`src/gm_defs.svh`:
```
`ifndef GM_DEFS_SVH
`define GM_DEFS_SVH

// ------------------------------------------------------------
// bus widths
// ------------------------------------------------------------

`define DTL_DATA_WIDTH 32

// byte address
`define DTL_ADDR_WIDTH 32

// host and core
`define DTL_NUM_PORTS 2

// ------------------------------------------------------------
// global memory
// ------------------------------------------------------------

// word index, 8192 words
`define GM_MEM_ADDR_WIDTH 13

// byte window decoded by the isolator
`define GM_RANGE_LOW 0
`define GM_RANGE_HIGH 32767

`endif
```
`src/dtl_pkg.sv`:
```
`include "gm_defs.svh"

package dtl_pkg;

	// ------------------------------------------------------------
	// DTL payload types
	// ------------------------------------------------------------

	typedef logic [`DTL_DATA_WIDTH-1:0] dtl_data_t;

	typedef logic [`DTL_ADDR_WIDTH-1:0] dtl_addr_t;

	// one enable per byte lane
	typedef logic [`DTL_DATA_WIDTH/8-1:0] dtl_mask_t;

	// command channel payload, read high for a read
	typedef struct packed
	{
		dtl_addr_t addr;
		logic read;
	} dtl_cmd_t;

	// write channel payload
	typedef struct packed
	{
		dtl_mask_t mask;
		dtl_data_t data;
	} dtl_wr_t;

endpackage

```
`src/dtl_address_isolator.sv`:
```
`timescale 1ns/10ps

`include "gm_defs.svh"

module dtl_address_isolator
#(
	parameter dtl_pkg::dtl_addr_t range_low = `GM_RANGE_LOW,
	parameter dtl_pkg::dtl_addr_t range_high = `GM_RANGE_HIGH
)
(
	input logic clk,
	input logic reset,

	// slave side
	input logic in_cmd_valid,
	input dtl_pkg::dtl_cmd_t in_cmd,
	output logic in_cmd_accept,
	input logic in_wr_valid,
	input dtl_pkg::dtl_wr_t in_wr,
	output logic in_wr_accept,
	output logic in_rd_valid,
	output dtl_pkg::dtl_data_t in_rd_data,
	input logic in_rd_accept,

	// master side
	output logic out_cmd_valid,
	output dtl_pkg::dtl_cmd_t out_cmd,
	input logic out_cmd_accept,
	output logic out_wr_valid,
	output dtl_pkg::dtl_wr_t out_wr,
	input logic out_wr_accept,
	input logic out_rd_valid,
	input dtl_pkg::dtl_data_t out_rd_data,
	output logic out_rd_accept
);

	logic in_window;
	logic pend_wr;
	logic pend_rd;
	logic local_busy;
	logic oow_cmd;

	assign in_window = (in_cmd.addr >= range_low) && (in_cmd.addr <= range_high);
	assign local_busy = pend_wr | pend_rd;

	// ------------------------------------------------------------
	// command channel
	// ------------------------------------------------------------

	// downstream sees addresses relative to the window start
	assign out_cmd = '{addr: in_cmd.addr - range_low, read: in_cmd.read};
	assign out_cmd_valid = in_cmd_valid & in_window & ~local_busy;

	assign in_cmd_accept = in_cmd_valid & ~local_busy & (in_window ? out_cmd_accept : 1'b1);
	assign oow_cmd = in_cmd_valid & in_cmd_accept & ~in_window;

	// ------------------------------------------------------------
	// data channels
	// ------------------------------------------------------------

	// out of window writes are swallowed here
	assign out_wr = in_wr;
	assign out_wr_valid = in_wr_valid & ~pend_wr;
	assign in_wr_accept = pend_wr ? in_wr_valid : out_wr_accept;

	// out of window reads return zero
	assign in_rd_valid = pend_rd | out_rd_valid;
	assign in_rd_data = pend_rd ? '0 : out_rd_data;
	assign out_rd_accept = in_rd_accept & ~pend_rd;

	always_ff @(posedge clk)
	begin
		if (reset)
		begin
			pend_wr <= 1'b0;
			pend_rd <= 1'b0;
		end
		else if (oow_cmd)
		begin
			pend_wr <= ~in_cmd.read;
			pend_rd <= in_cmd.read;
		end
		else
		begin
			if (pend_wr && in_wr_valid)
				pend_wr <= 1'b0;
			if (pend_rd && in_rd_accept)
				pend_rd <= 1'b0;
		end
	end

endmodule

```
`config.mk`:
```
export PLATFORM = sky130hd
export DESIGN_NAME = dtl_address_isolator
export DESIGN_NICKNAME = d
export VERILOG_FILES = /design/src/dtl_pkg.sv /design/src/dtl_address_isolator.sv
export VERILOG_INCLUDE_DIRS = /design/src
export SDC_FILE = /design/constraint.sdc
export NUM_CORES = 1
export LEC_CHECK = 0
export ABC_AREA = 1
export BUFFER_PORTS_ARGS = -buffer_cell sky130_fd_sc_hd__buf_4
export CORE_AREA = 10 10 75 77
export DETAILED_ROUTE_END_ITERATION = 12
export DIE_AREA = 0 0 85 87
export PLACE_DENSITY = 0.85
export SLEW_MARGIN = 20
export SYNTH_ARGS = -nofsm -noshare
export SYNTH_HDL_FRONTEND = slang
export SYNTH_SLANG_ARGS = --single-unit
```
`constraint.sdc`:
```
create_clock -name clk -period 2.23 [get_ports clk]
set_input_delay 0.446 -clock clk [delete_from_list [all_inputs] [get_ports clk]]
set_output_delay 0.446 -clock clk [all_outputs]
set_load 0.01 [all_outputs]
```
== Word level (Yosys, flattened, before mapping) ==
Index checks and enable logic that the tools add are counted.
W data, S select, Z words.

* Bits in registers: 2
* Output and inout bits: 107
* Bits of input ports: 109
* Word-level logic and storage cells: 31

* Reduce and logical (&&, ||, !) cells: 5
* Bitwise logic cells: 15
* $lt $le $gt $ge: 2
* Muxes and demuxes: 7

{| class="wikitable"
|+ Operators by type and width
! operator !! number
|-
| $ge A32 B1 Y1 const B || 1
|-
| $le A32 B15 Y1 const B || 1
|-
| $mux W32 || 1
|-
| $and A1 B1 Y1 || 8
|-
| $mux W1 || 6
|-
| $not A1 Y1 || 5
|-
| $reduce_bool A2 Y1 || 2
|-
| $logic_and A1 B1 Y1 || 3
|-
| $or A1 B1 Y1 || 2
|}

== Longest topological paths before layout ==
* Depth in word-level cells: 7
* Mapped depth: 7
* Mapped depth without buffers: 7

== Worst setup path before layout ==
Ideal clock, no wire load.

* Kind: input -> output
* Start: input in_cmd[30] in the netlist's numbering
* End: output out_cmd_valid
* Buffers on the path: 0
* Path slack: 723 ps
* Cell stages on the path: 4
* Data arrival time: 1061 ps
* Required time: 1784 ps
* Path through: or2_1 -> nor2_2 -> nand3_2 -> nor2_1

* Cells in the longest elaborated chain, start to end: 4
* Elaborated cells between the ends (all ways): 5
* Those cells by class: order compare: 2; bitwise: 2; reduce/logical: 1

{| class="wikitable"
|+ Ends and longest elaborated chain
! element !! line !! RTL
|-
| start, declared || dtl_address_isolator.sv:16 || <nowiki>input dtl_pkg::dtl_cmd_t in_cmd,</nowiki>
|-
| $ge A32 B1 Y1 or $le A32 B15 Y1 (tied branches) || dtl_address_isolator.sv:43 || <nowiki>assign in_window = (in_cmd.addr >= range_low) && (in_cmd.addr <= range_high);</nowiki>
|-
| $logic_and A1 B1 Y1 * || dtl_address_isolator.sv:43 ||
|-
| $and A1 B1 Y1 * (2 in a row) || dtl_address_isolator.sv:52 || <nowiki>assign out_cmd_valid = in_cmd_valid & in_window & ~local_busy;</nowiki>
|-
| end, declared || dtl_address_isolator.sv:26 || <nowiki>output logic out_cmd_valid,</nowiki>
|}

Every way passes the cells marked *; elsewhere a longest branch is shown, timed or not.

== Worst setup path after layout ==
* Start: input in_cmd[30] in the netlist's numbering
* End: output in_cmd_accept

* Cells in the longest elaborated chain, start to end: 4
* Elaborated cells between the ends (all ways): 5
* Those cells by class: order compare: 2; mux: 1; bitwise: 1; reduce/logical: 1

{| class="wikitable"
|+ Ends and longest elaborated chain
! element !! line !! RTL
|-
| $ge A32 B1 Y1 or $le A32 B15 Y1 (tied branches) || dtl_address_isolator.sv:43 ||
|-
| $logic_and A1 B1 Y1 * || dtl_address_isolator.sv:43 ||
|-
| $mux W1 * || dtl_address_isolator.sv:54 || <nowiki>assign in_cmd_accept = in_cmd_valid & ~local_busy & (in_window ? out_cmd_accept : 1'b1);</nowiki>
|-
| $and A1 B1 Y1 * || dtl_address_isolator.sv:54 ||
|-
| end, declared || dtl_address_isolator.sv:17 || <nowiki>output logic in_cmd_accept,</nowiki>
|}

Marked as above.

==> impl_metrics.env <==
export IMPL_outcome="finished, final reports clean"
export IMPL_grt_overflow=0
export IMPL_cts_max_path_buffers=2
export IMPL_vias=1036
export IMPL_clk_pin_slew_ps=30
export IMPL_setup_tns_ps=0
export IMPL_netlist_area_sq_um=993
export IMPL_hold_path_class="in -> reg"
export IMPL_antenna_diode_count=0
export IMPL_irDropWorstVdd_v=0.000257
export IMPL_grt_antenna_before_repair=0
export IMPL_cts_made_buffers=3
export IMPL_yosys_top_cells_area="buf_4 52%, nor2_1 18%, inv_1 15%"
export IMPL_whs_ps=404
export IMPL_cts_root_buffer="clkbuf_8"
export IMPL_grt_pass1_wl_mm=5.34
export IMPL_drt_iter0_drc=10
export IMPL_ios=216
export IMPL_setup_slack_ps=477
export IMPL_critPathCaptureType="output pin"
export IMPL_grt_setup_unrepaired="no"
export IMPL_dr_pass1_iters=4
export IMPL_avgViaCountPerCell=3.78
export IMPL_yosys_warnings=0
export IMPL_dieArea_sq_um=7400
export IMPL_hold_viol=0
export IMPL_wl_mm=3.81
export IMPL_syn_avg_cell_area_sq_um=5.61
export IMPL_synth_most_common_cell="buf_4"
export IMPL_pre_cts_ws_ps=476
export IMPL_hpwl_mm=3.45
export IMPL_cts_hold_buf=0
export IMPL_final_nets=333
export IMPL_routedWlPerCell_um=13.9
export IMPL_fp_row_count=24
export IMPL_crit_type="in -> out"
export IMPL_initial_utilization_pct=23.5
export IMPL_final_cell_count_no_fill=274
export IMPL_worstSetupStartpointType="input port"
export IMPL_synth_cell_types=15
export IMPL_netlist_instances=177
export IMPL_core_area_sq_um=4230
export IMPL_slew_viol_final=0
export IMPL_synth_top_cells_by_count="69 x buf_4, 48 x nor2_1, 39 x inv_1"
export IMPL_gr_usage_all_layers_pct=8.76
export IMPL_worstPathArrival_ps=1310
export IMPL_synth_top_area_share_pct=52.1
export IMPL_drc_errors=0
export IMPL_async_flop_share_pct=0
export IMPL_grt_max_degree=21
export IMPL_worst_pin_slew_ps=337
export IMPL_drive_above_1_share_pct=55.4
export IMPL_leakagePower_nw=0.928
export IMPL_synth_seq_cells=2
export IMPL_io_buffer_count=113
export IMPL_layout_min_cycle_time_ps=1750
export IMPL_synth_edff_count=0
export IMPL_pwr_density_cell_nw_per_um2=330
export IMPL_clkSinkCount=2
export IMPL_setup_viol=0
export IMPL_fin_worst_skew_ps=2.43
export IMPL_slew_headroom_pct=77.5
export IMPL_fmax_mhz=571
export IMPL_dpl_cell_count=271
export IMPL_place_gp_congestion=0.764
export IMPL_synth_top_cell_by_area="buf_4"
export IMPL_clk_latency_ps=210
export IMPL_synth_seq_area_share_pct=4.03
export IMPL_syn_to_final_growth_pct=43.6
export IMPL_drv_cap=0
export IMPL_chipHeight_um=87
export IMPL_cts_resized=0
export IMPL_htree_levels=1
export IMPL_cts_tree="done"
export IMPL_postRouteAntennaNets=0
export IMPL_syn_nets=286
export IMPL_postPlaceCellArea_sq_um=1390
export IMPL_design_area_sq_um=1430
export IMPL_worstPathRequired_ps=1780
export IMPL_first_global_vias=1054
export IMPL_synthFlopType="dfxtp_1"
export IMPL_die_x_um=85
export IMPL_period_share_pct=78.6
export IMPL_worstPathMaxFanout=4
export IMPL_post_cts_setup_buffers=0
## placed cells by master, fill, tap and decap left out
cell type    n
or2_1        1
clkbuf_8     3
a21oi_1      2
nor2_2       1
nand2_1      5
or2_2        1
nand3_2      2
inv_1       39
and2_1       1
buf_4      115
nand3_1      1
nor2_1      48
dfxtp_1      2
nor2_4       1
## layout make-up
type | count | area [sq um]
Inverter | 39 | 146
Clock buffer | 3 | 41.3
Fill cell | 457 | 2810
Sequential cell | 2 | 40.0
Tap cell | 52 | 65.1
Timing Repair Buffer | 115 | 863
Multi-Input combinational cell | 63 | 270
## report_power, final
part,internal [mW],switching [mW]
clock,0.114,0.0269
combinational,0.167,0.119
sequential,0.0387,0.00406
## cells by family after synthesis
| logic type | count (synthesis) | synth area share [%] |
|---|---|---|
| AO/OA/AOI/OAI | 2 | 1.01 |
| buffers and inverters | 112 | 68.8 |
| flip-flops | 2 | 4.03 |
| AND/OR/NAND/NOR | 61 | 26.2 |
## critical path, stage by stage
cell and delay (ps):
buf_4 110, or2_1 220, nor2_2 110, nand3_2 120, nor2_1 100, nor2_1 50, buf_4 140
## flip-flops by register name, summed over array words and instances, names as in the netlist
register / count
pend_wr: 1
pend_rd: 1
## layer usage
| layer | GRT usage [%] | part of all wire (%) | wire, um | vias up |
|---|---|---|---|---|
| met4 | 6.14 | 5.5 | 208 | 0 |
| met5 | 0 | 0 | 0 | - |
| li1 | - | - | - | 516 |
| met3 | 6.65 | 17 | 658 | 34 |
| met1 | 7.56 | 32 | 1230 | 406 |
| met2 | 13.9 | 45 | 1710 | 80 |
## stage by stage
step	util, %	power, mW
2_1_floorplan	-	0.255
3_3_place_gp	32.7	0.331
3_5_place_dp	32.7	0.336
4_1_cts	33.7	0.479
5_1_grt	33.7	0.511
6_report	33.7	0.470
## final timing paths
kind | from | endpoint | slack (ps) | depth (start not counted)
max reg2reg | pend_rd$_SDFFE_PP0P_ | pend_rd$_SDFFE_PP0P_ | 1120 | 3
min reg2reg | pend_wr$_SDFFE_PP0P_ | pend_wr$_SDFFE_PP0P_ | 640 | 4
min | reset | pend_rd$_SDFFE_PP0P_ | 400 | 2
max | in_cmd[30] | in_cmd_accept | 480 | 7
No activity file was read; power rests on OpenSTA's default activity.
