## config.mk

```make
export PLATFORM = sky130hd
export DESIGN_NAME = dtl_sram_controller
export DESIGN_NICKNAME = d
export VERILOG_FILES = /design/src/gm_pkg.sv /design/src/dtl_pkg.sv /design/src/dtl_sram_controller.sv
export VERILOG_INCLUDE_DIRS = /design/src
export SDC_FILE = /design/constraint.sdc
export NUM_CORES = 1
export LEC_CHECK = 0
export BUFFER_PORTS_ARGS = -buffer_cell sky130_fd_sc_hd__buf_2
export CELL_PAD_IN_SITES_DETAIL_PLACEMENT = 0
export CELL_PAD_IN_SITES_GLOBAL_PLACEMENT = 1
export CORE_UTILIZATION = 27
export CTS_BUF_LIST = sky130_fd_sc_hd__clkbuf_4
export CTS_CLUSTER_DIAMETER = 30
export DETAILED_ROUTE_END_ITERATION = 16
export GPL_TIMING_DRIVEN = 0
export PLACE_DENSITY_LB_ADDON = 0.1
export REMOVE_ABC_BUFFERS = 1
export SETUP_SLACK_MARGIN = 0.4
export SLEW_MARGIN = 20
export SYNTH_ARGS = -nofsm -noshare
export SYNTH_HDL_FRONTEND = slang
export SYNTH_SLANG_ARGS = --single-unit
```

## constraint.sdc

```tcl
create_clock -name clk -period 2.15 [get_ports clk]
set_input_delay 0.43 -clock clk [delete_from_list [all_inputs] [get_ports clk]]
set_output_delay 0.43 -clock clk [all_outputs]
set_load 0.02 [all_outputs]
```

## src/gm_defs.svh

```systemverilog
`ifndef GM_DEFS_SVH
`define GM_DEFS_SVH

// ------------------------------------------------------------
// bus widths
// ------------------------------------------------------------

`define DTL_DATA_WIDTH 32

// byte address
`define DTL_ADDR_WIDTH 32

// host and core
`define DTL_NUM_PORTS 2

// ------------------------------------------------------------
// global memory
// ------------------------------------------------------------

// word index, 8192 words
`define GM_MEM_ADDR_WIDTH 13

// byte window decoded by the isolator
`define GM_RANGE_LOW 0
`define GM_RANGE_HIGH 32767

`endif
```

## src/gm_pkg.sv

```systemverilog
`include "gm_defs.svh"

package gm_pkg;

	// word index into the global memory
	typedef logic [`GM_MEM_ADDR_WIDTH-1:0] gm_word_addr_t;

	// ------------------------------------------------------------
	// state machines
	// ------------------------------------------------------------

	typedef enum logic [1:0]
	{
		ctrl_idle,
		ctrl_write,
		ctrl_read_issue,
		ctrl_read_hold
	} gm_ctrl_state_t;

	typedef enum logic
	{
		arb_idle,
		arb_busy
	} arb_state_t;

endpackage

```

## src/dtl_pkg.sv

```systemverilog
`include "gm_defs.svh"

package dtl_pkg;

	// ------------------------------------------------------------
	// DTL payload types
	// ------------------------------------------------------------

	typedef logic [`DTL_DATA_WIDTH-1:0] dtl_data_t;

	typedef logic [`DTL_ADDR_WIDTH-1:0] dtl_addr_t;

	// one enable per byte lane
	typedef logic [`DTL_DATA_WIDTH/8-1:0] dtl_mask_t;

	// command channel payload, read high for a read
	typedef struct packed
	{
		dtl_addr_t addr;
		logic read;
	} dtl_cmd_t;

	// write channel payload
	typedef struct packed
	{
		dtl_mask_t mask;
		dtl_data_t data;
	} dtl_wr_t;

endpackage

```

## src/dtl_sram_controller.sv

```systemverilog
`timescale 1ns/10ps

`include "gm_defs.svh"

module dtl_sram_controller
(
	input logic clk,
	input logic reset,

	// DTL slave
	input logic cmd_valid,
	input dtl_pkg::dtl_cmd_t cmd,
	output logic cmd_accept,
	input logic wr_valid,
	input dtl_pkg::dtl_wr_t wr,
	output logic wr_accept,
	output logic rd_valid,
	output dtl_pkg::dtl_data_t rd_data,
	input logic rd_accept,

	// RAM side
	output gm_pkg::gm_word_addr_t ram_addr,
	output dtl_pkg::dtl_data_t ram_wr_data,
	output dtl_pkg::dtl_mask_t ram_wbe,
	input dtl_pkg::dtl_data_t ram_rd_data
);

	// low address bits select the byte lane
	localparam int byte_sel_w = $clog2(`DTL_DATA_WIDTH/8);

	gm_pkg::gm_ctrl_state_t state;
	gm_pkg::gm_word_addr_t addr_q;
	gm_pkg::gm_word_addr_t cmd_word;
	dtl_pkg::dtl_data_t rd_data_q;

	assign cmd_word = cmd.addr[byte_sel_w +: `GM_MEM_ADDR_WIDTH];

	// ------------------------------------------------------------
	// handshake and RAM drive
	// ------------------------------------------------------------

	assign cmd_accept = (state == gm_pkg::ctrl_idle);
	assign wr_accept = (state == gm_pkg::ctrl_write) & wr_valid;
	assign rd_valid = (state == gm_pkg::ctrl_read_hold);
	assign rd_data = rd_data_q;

	// read address goes straight to the RAM in idle to save a cycle
	assign ram_addr = (state == gm_pkg::ctrl_idle) ? cmd_word : addr_q;
	assign ram_wr_data = wr.data;
	assign ram_wbe = wr_accept ? wr.mask : '0;

	always_ff @(posedge clk)
	begin
		if (reset)
		begin
			state <= gm_pkg::ctrl_idle;
		end
		else
		begin
			case (state)
				gm_pkg::ctrl_idle:
					if (cmd_valid)
						state <= cmd.read ? gm_pkg::ctrl_read_issue : gm_pkg::ctrl_write;
				gm_pkg::ctrl_write:
					if (wr_valid)
						state <= gm_pkg::ctrl_idle;
				gm_pkg::ctrl_read_issue:
					state <= gm_pkg::ctrl_read_hold;
				gm_pkg::ctrl_read_hold:
					if (rd_accept)
						state <= gm_pkg::ctrl_idle;
				default:
					state <= gm_pkg::ctrl_idle;
			endcase
		end
	end

	always_ff @(posedge clk)
	begin
		if (state == gm_pkg::ctrl_idle && cmd_valid)
			addr_q <= cmd_word;
		// RAM output is valid one cycle after the address
		if (state == gm_pkg::ctrl_read_issue)
			rd_data_q <= ram_rd_data;
	end

endmodule

```

==> After elaboration in Yosys (flattened, before gate mapping) <==
Cells that the tools add are included.
{ "word_totals": {"ff_bits": 47, "elab_cells": 20, "output_inout_bits": 84, "input_bits": 106} }
{ "op_classes": {"muxes": 7, "reduce_logical": 3, "bitwise": 1, "eq_ne": 6} }
{ "ops": {"columns": ["op", "n"], "rows": [
  ["13-bit 2-to-1 mux", 1],
  ["2-bit 2-to-1 mux", 4],
  ["2-bit one-hot mux with 4 select lines", 1],
  ["2-bit == test (second input constant)", 2],
  ["4-bit 2-to-1 mux", 1],
  ["2-bit != test (second input constant)", 2],
  ["3-bit AND reduction", 1],
  ["2-bit by 1-bit == test with 1-bit output (second input constant)", 1],
  ["2-bit zero test", 1],
  ["2-bit by 1-bit != test with 1-bit output (second input constant)", 1],
  ["1-bit bitwise AND", 1],
  ["1-bit logical AND", 1]
]} }

==> Depth between registers and ports, before layout <==
Gate-level depths: netlist of the first run.
{ "logic_depth": {"ltp_word": 3, "depth_mapped": 3, "depth_no_buf": 2} }

==> Worst setup path after synthesis of the first run <==
No wires, ideal clock.
{ "synth_timing": {"path_type": "reg-to-reg", "from": "register state[0]", "to": "register rd_data_q[0] (netlist: rd_data[0]) (enable)", "setup_time_ns": 0.390, "arrival_ns": 1.210, "slack_ns": 0.551, "path_stages_with_launch": 2, "t_required_ns": 1.760, "path_buffers": 0, "cell_sequence": "dfxtp_1 -> and2b_1"} }
{ "synth_between": {"elab_chain_cells": 1} }
{ "synth_lines": {"columns": ["element", "line", "text"], "rows": [
  ["from (decl)", "dtl_sram_controller.sv:31", "gm_pkg::gm_ctrl_state_t state;"],
  ["from (signal assigned)", "dtl_sram_controller.sv:56", "state <= gm_pkg::ctrl_idle;"],
  ["from (signal assigned)", "dtl_sram_controller.sv:63", "state <= cmd.read ? gm_pkg::ctrl_read_issue : gm_pkg::ctrl_write;"],
  ["from (signal assigned)", "dtl_sram_controller.sv:66", "state <= gm_pkg::ctrl_idle;"],
  ["2-bit == test", "dtl_sram_controller.sv:83", "if (state == gm_pkg::ctrl_read_issue)"],
  ["to (signal assigned)", "dtl_sram_controller.sv:84", "rd_data_q <= ram_rd_data;"],
  ["to (decl)", "dtl_sram_controller.sv:34", "dtl_pkg::dtl_data_t rd_data_q;"]
]} }
Every way passes these cells.
A chain may end at the register's enable or synchronous reset.

==> Worst setup path after layout of the first run <==
{ "layout_timing": {"from": "register state[0]", "to": "output ram_addr[11]"} }
{ "layout_between": {"elab_chain_cells": 2} }
{ "layout_lines": {"columns": ["element", "line", "text"], "rows": [
  ["2-bit zero test", "dtl_sram_controller.sv:48", "assign ram_addr = (state == gm_pkg::ctrl_idle) ? cmd_word : addr_q;"],
  ["13-bit 2-to-1 mux", "dtl_sram_controller.sv:48", null],
  ["to (decl)", "dtl_sram_controller.sv:22", "output gm_pkg::gm_word_addr_t ram_addr,"]
]} }
Every way passes these cells.

==> results of run 1 <==
[cell usage after synthesis (all sizes together)]
cell and number:
a21bo 1, a21oi 1, a31oi 1, and2 6
and2b 1, and3b 1, buf 33, dfxtp 2
edfxtp 45, mux2 13, nand3b 1, nor2 1
nor2b 1, nor3b 1, o31a 1
[stage by stage]
step                      worst slack, ns  hold slack [ns]  instance area (µm²)
final                               0.224            0.224                 2690
after global routing                0.148            0.190                 2690
after CTS                           0.149            0.200                 2660
after detailed placement            0.337            0.608                 2340
after global placement              0.296            0.604                 2330
after floorplan                     0.497            0.499                 1680
[area by class of cell]
class / count / area (µm²) / area share, %
sequential: 47 / 1400 / 52.0
multi-input combinational: 29 / 328 / 12.2
timing repair buffer: 114 / 757 / 28.2
clock inverter: 3 / 46.3 / 1.72
tap: 96 / 120 / 4.47
clock buffer: 5 / 37.5 / 1.40
[per-layer routing]
metal	track usage (%)	vias up	wire (µm)
li1	-	539	-
met1	14.8	581	1860
met2	17.7	118	2160
met3	13.1	9	1040
met4	4.55	2	59
met5	4.20	-	43
[flip-flops by register name, indices dropped and copies added (netlist names)]
name and cells:
rd_data 32, addr_q 13, state 2
[logic make-up (layout without fill, tap and decap cells)]
| kind of cell | after synthesis | count (layout) | synth area share (%) |
|---|---|---|---|
| flops | 47 | 47 | 71.9 |
| simple gates | 12 | 12 | 4.46 |
| mux | 13 | 13 | 9.11 |
| compound gates | 4 | 4 | 1.55 |
| buf+inv | 33 | 122 | 13.0 |
[power groups by stage]
stage               combinational [mW]  clock [mW]  sequential (mW)
finish                           0.420       0.547             1.08
global route                     0.445       0.600             1.09
CTS                              0.421       0.574             1.08
detailed placement               0.310           0             1.10
global placement                 0.304           0             1.10
floorplan                        0.146           0             1.14
[path summary, 6_finish.rpt]
check | from | endpoint | slack, ns | cells after the start
min reg2reg | state[1] | state[0] | 0.59 | 1
max reg2reg | state[0] | rd_data[29] | 0.40 | 4
max | state[0] | ram_addr[11] | 0.22 | 4
min | ram_rd_data[20] | rd_data[20] | 0.22 | 1
[worst max-delay path, cell delays in order (launching register included)]
cell and delay [ns]:
dfxtp_4 0.38, nor2_4 0.16, clkbuf_16 0.18, mux2_4 0.30, buf_6 0.13
[cell usage in the layout (no fill, tap or decap)]
master / count
a21bo_2: 1
a21oi_1: 1
a31oi_1: 1
and2_2: 1
and2_4: 5
and2b_2: 1
and3b_2: 1
buf_12: 1
buf_2: 86
buf_4: 3
buf_6: 23
bufinv_16: 1
clkbuf_16: 1
clkbuf_4: 5
clkinvlp_4: 1
dfxtp_2: 1
dfxtp_4: 1
edfxtp_1: 45
inv_6: 1
mux2_4: 13
nand3b_1: 1
nor2_4: 1
nor2b_1: 1
nor3b_1: 1
o31a_1: 1
[repair_timing]
item / CTS / global route
pin swaps: 6 / 1
buffers inserted: 5 / 2
hold endpoints to repair: 0 / 0
setup endpoints to repair: 32 / 65
resized for setup: 54 / 6
cloned: 1 / 0
hold buffers: 0 / 0
==> results by group, run 1 <==
Critical path
  • Worst Path Arrival: 1.50 ns
  • Critical Path Sink Type: primary output
  • Startpoint Class: register
  • CP Max Fanout: 6
  • Kind of critical path: register to primary output
  • Worst Path Required: 1.72 ns

Timing
  • Total negative slack: 0 ns
  • Minimum clock period: 1.93 ns
  • Fin crit share: 89.6%
  • Final slew viol count: 0
  • Worst Max-Slew Pin Slew: 0.722 ns
  • Clk_skew: 0.0191 ns
  • Unrepaired setup endpoints after global routing: yes
  • Max Freq: 0.519 GHz
  • Final Hold Fails: 0
  • Final Setup Violations: 0
  • Slew margin rel.: 51.9%

Yosys
  • Number of synthesis warnings: 0
  • Library cells used by synthesis: 17
  • Sequential share of the synthesized area: 71.9%
  • Post-synthesis cell area: 1940 µm²
  • Post-synth top area cell: edfxtp_1
  • Avg Synthesized Cell Area: 17.8 µm²
  • Post-synthesis cell count: 109
  • Yosys top cell area share: 69.8%
  • Number of synthesized register bits: 47
  • Synth area leaders: edfxtp_1 (70%), buf_4 (12%), mux2_4 (6.2%), mux2_2 (2.9%), dfxtp_1 (2.1%)

GRT
  • Total grt overflow: 0
  • GR Util All Layers: 13.6%
  • Largest net degree at the start of global routing: 33
  • First-pass GRT wire length: 7.18 mm
  • Initial antenna violation count: 0
  • Vias in the first global route: 1242

Route
  • Wire per inst: 17.6 µm
  • Drt first pass iters: 4
  • Vias/cell: 4.25
  • ANT nets after route: 0
  • Vias: 1249
  • DR iter-0 viols: 44
  • Final WL: 5.17 mm
  • DRC Markers: 0

Cells and area
  • Area Growth Syn to Fin: 38.7%
  • Diode count: 0
  • Final core utilization: 39.1%
  • Fillers: 701
  • Share of layout cells above drive strength 1: 74.2%
  • Non-Filler Instances: 294
  • Nets: 303

Floorplan
  • Die height: 86.7 µm
  • I/O pin cnt: 190
  • Cell Rows: 30
  • Die Width: 86.7 µm
  • Die area: 7510 µm²
  • Initial Utilization: 28.2%
  • Core box area: 6870 µm²

Outcome
  • Status: completed

Clock network
  • Clock tree buffer depth: 2
  • Clock slew at reported path FFs: 0.15 ns
  • Worst-Skew Late Latency: 0.36 ns
  • TritonCTS clock tree: yes
  • H-tree levels: 2
  • Clk sinks: 47
  • CTS buffer count: 5
  • Clk root buf: clkbuf_4

Place
  • GP Congestion: 0.656
  • DP Cell Count: 278
  • Buffers added on ports: 106
  • DP HPWL: 3.98 mm

Power
  • Pleak: 1.16 nW
  • Sw frac: 25.0%
  • Pwr Total: 2.05 mW
  • Cell Int Power: 1.54 mW
  • Clock Power Share: 26.7%
  • Reg power frac: 52.8%
  • Logic gate share of total power: 20.5%
  • VDD IR max: 0.285 mV
  • Switching power total: 512 µW
  • Cell Pwr Density: 763 nW/µm²

Flow run
  • Max-cap violations: 0

Worst hold path
  • Hold/Removal Path Class: input pin to register
Note: power is estimated with default switching activity, not from simulation.
==> run 2, diff against run 1 <==
- GPL_TIMING_DRIVEN: 0 -> 1
- RECOVER_POWER: not set -> 100
==> run 2 against run 1 <==
  * Register-to-register slack gained 0.03 ns
  * Setup slack lost 0.054 ns
  * Global-route usage shrank 1.1 points
  * Count of clock-buffer cells in the layout grew 1
  * First-iteration DRC count shrank 32%
  * Combinational power shrank 29%
  * Critical endpoint is now ram_addr[2]
  * Hold slack gained 0.013 ns
  * Wire length shrank 5.3%
  * Cell area shrank 12%
  * Clock power shrank 24%
  * Critical path type unchanged
  * Via count shrank 4.2%
==> results by group, run 2 (synthesized netlist as in run 1, its figures left out) <==
Timing
  • Slew margin rel.: 45.6%
  • Final Hold Fails: 0
  • Fin crit share: 92.1%
  • Minimum clock period: 1.98 ns
  • Clk_skew: 0.0101 ns
  • Final Setup Violations: 0
  • Unrepaired setup endpoints after global routing: yes
  • Final slew viol count: 0
  • Worst Max-Slew Pin Slew: 0.815 ns
  • Max Freq: 0.505 GHz
  • Total negative slack: 0 ns

Route
  • Vias: 1196
  • Final WL: 4.90 mm
  • DR iter-0 viols: 30
  • DRC Markers: 0
  • ANT nets after route: 0
  • Wire per inst: 17.0 µm
  • Drt first pass iters: 4
  • Vias/cell: 4.14

Cells and area
  • Non-Filler Instances: 289
  • Nets: 298
  • Most common cell after layout, fill and taps aside: clkbuf_1
  • Diode count: 0
  • Most frequent cells in the layout: clkbuf_1 (59), buf_2 (47), edfxtp_1 (45), mux2_4 (8), clkbuf_4 (6)
  • Share of layout cells above drive strength 1: 38.3%
  • Max reg flops: 32
  • Area Growth Syn to Fin: 21.7%

Critical path
  • Critical Path, Cell by Cell: nor2_4, buf_12, mux2_2, clkbuf_1
  • Critical Path Sink Type: primary output
  • Reg-to-reg endpoint: addr_q[7]
  • WP buf/inv: 2
  • CP top delay family: flip-flops
  • Worst R2R Setup Slack: 0.43 ns
  • R2r startpoint: state[0]
  • Worst path slowest cell: dfxtp_1
  • Reg2reg path depth: 3
  • Startpoint Class: register
  • Worst Path Arrival: 1.55 ns
  • Kind of critical path: register to primary output
  • CP max stage delay: 0.39 ns
  • CP Max Fanout: 15
  • Worst Path Required: 1.72 ns

GRT
  • Largest net degree at the start of global routing: 33
  • GR Util All Layers: 12.5%
  • Total grt overflow: 0
  • Vias in the first global route: 1160
  • Initial antenna violation count: 0
  • First-pass GRT wire length: 6.61 mm

Floorplan
  • Die Width: 86.7 µm
  • Core box area: 6870 µm²
  • Die height: 86.7 µm
  • Die area: 7510 µm²
  • Initial Utilization: 28.2%
  • I/O pin cnt: 190
  • Cell Rows: 30

Clock network
  • TritonCTS clock tree: yes
  • Clock slew at reported path FFs: 0.13 ns
  • Post-cts hold buffer count: 0
  • H-tree levels: 2
  • Worst-Skew Late Latency: 0.34 ns
  • Clk root buf: clkbuf_4
  • Clk sinks: 47
  • CTS buffer count: 5
  • Clock tree buffer depth: 2

Worst hold path
  • Hold Path End: state[1]
  • Hold/Removal Path Class: input pin to register
  • Hold Path Stages: 2
  • Worst Hold Launch: reset

Place
  • Buffers added on ports: 106
  • DP Cell Count: 279
  • GP Congestion: 0.659

Power
  • Cell Pwr Density: 762 nW/µm²
  • Pleak: 0.883 nW
  • VDD IR max: 0.243 mV

Outcome
  • Status: completed

Flow run
  • Max-cap violations: 0
==> run 2: cell types whose count changed in the layout (fill, tap and decap cells not counted), sizes merged <==
| cell | delta |
|---|---|
| clkbuf | +60 |
| buf | -64 |
| clkinv | +2 |
| inv | -1 |
| bufinv | -1 |
| clkinvlp | -1 |
==> run 2: metal layers <==
layer	GRT usage, %	vias to the layer above	share of wire, %
li1	-	528	-
met1	12.2	542	32
met2	16.2	118	43
met3	14.6	6	24
met4	4.09	2	0.90
met5	4.20	-	0.88
==> run 2: metrics by stage <==
| step | utilization, % | setup WS [ns] | area (µm²) | total power [mW] | hold WS, ns |
|---|---|---|---|---|---|
| floorplan | - | 0.497 | 1680 | 1.28 | 0.499 |
| finish | 34.3 | 0.169 | 2360 | 1.80 | 0.237 |
| CTS | 35.4 | 0.162 | 2430 | 1.85 | 0.200 |
| global placement | 34.1 | 0.370 | 2340 | 1.41 | 0.604 |
| global route | 34.3 | 0.0881 | 2360 | 1.88 | 0.199 |
| detailed placement | 34.1 | 0.340 | 2340 | 1.41 | 0.608 |
==> run 2: how the worst max path moves through the flow <==
| stage | from | to | slack, ns | depth (start not counted) |
|---|---|---|---|---|
| after floorplan | state[1] | ram_addr[0] | 0.50 | 2 |
| after global placement | state[1] | ram_addr[3] | 0.37 | 3 |
| after CTS | state[0] | ram_addr[2] | 0.16 | 4 |
| after detailed placement | state[1] | ram_addr[2] | 0.34 | 3 |
| final | state[0] | ram_addr[2] | 0.17 | 4 |
| after global routing | state[0] | ram_addr[12] | 0.09 | 4 |
==> run 2: worst register-to-register path: cells and delay by family, from the launching register on <==
kind	cells	cell delay, ns
buf+inv	1	0.16
flops	1	0.39
simple gates	2	0.81
==> run 2: final cells by class <==
class	instances	area (µm²)
clock inverters	2	13.8
clock buffers	6	45.0
fillers	735	4510
repair buffers	109	489
flip-flops and latches	47	1400
multi-input cells	29	293
well taps	96	120
==> run 2: report_power, final <==
group	switching, mW	internal (mW)
registers	0.0169	1.07
clock network	0.272	0.142
logic	0.178	0.122
total	0.467	1.33
==> run 2: repair_timing <==
action | in CTS | in global routing
pin swaps | 1 | 0
endpoints found under the setup margin | 32 | 17
resized for setup | 5 | 1
setup buffers | 1 | 1
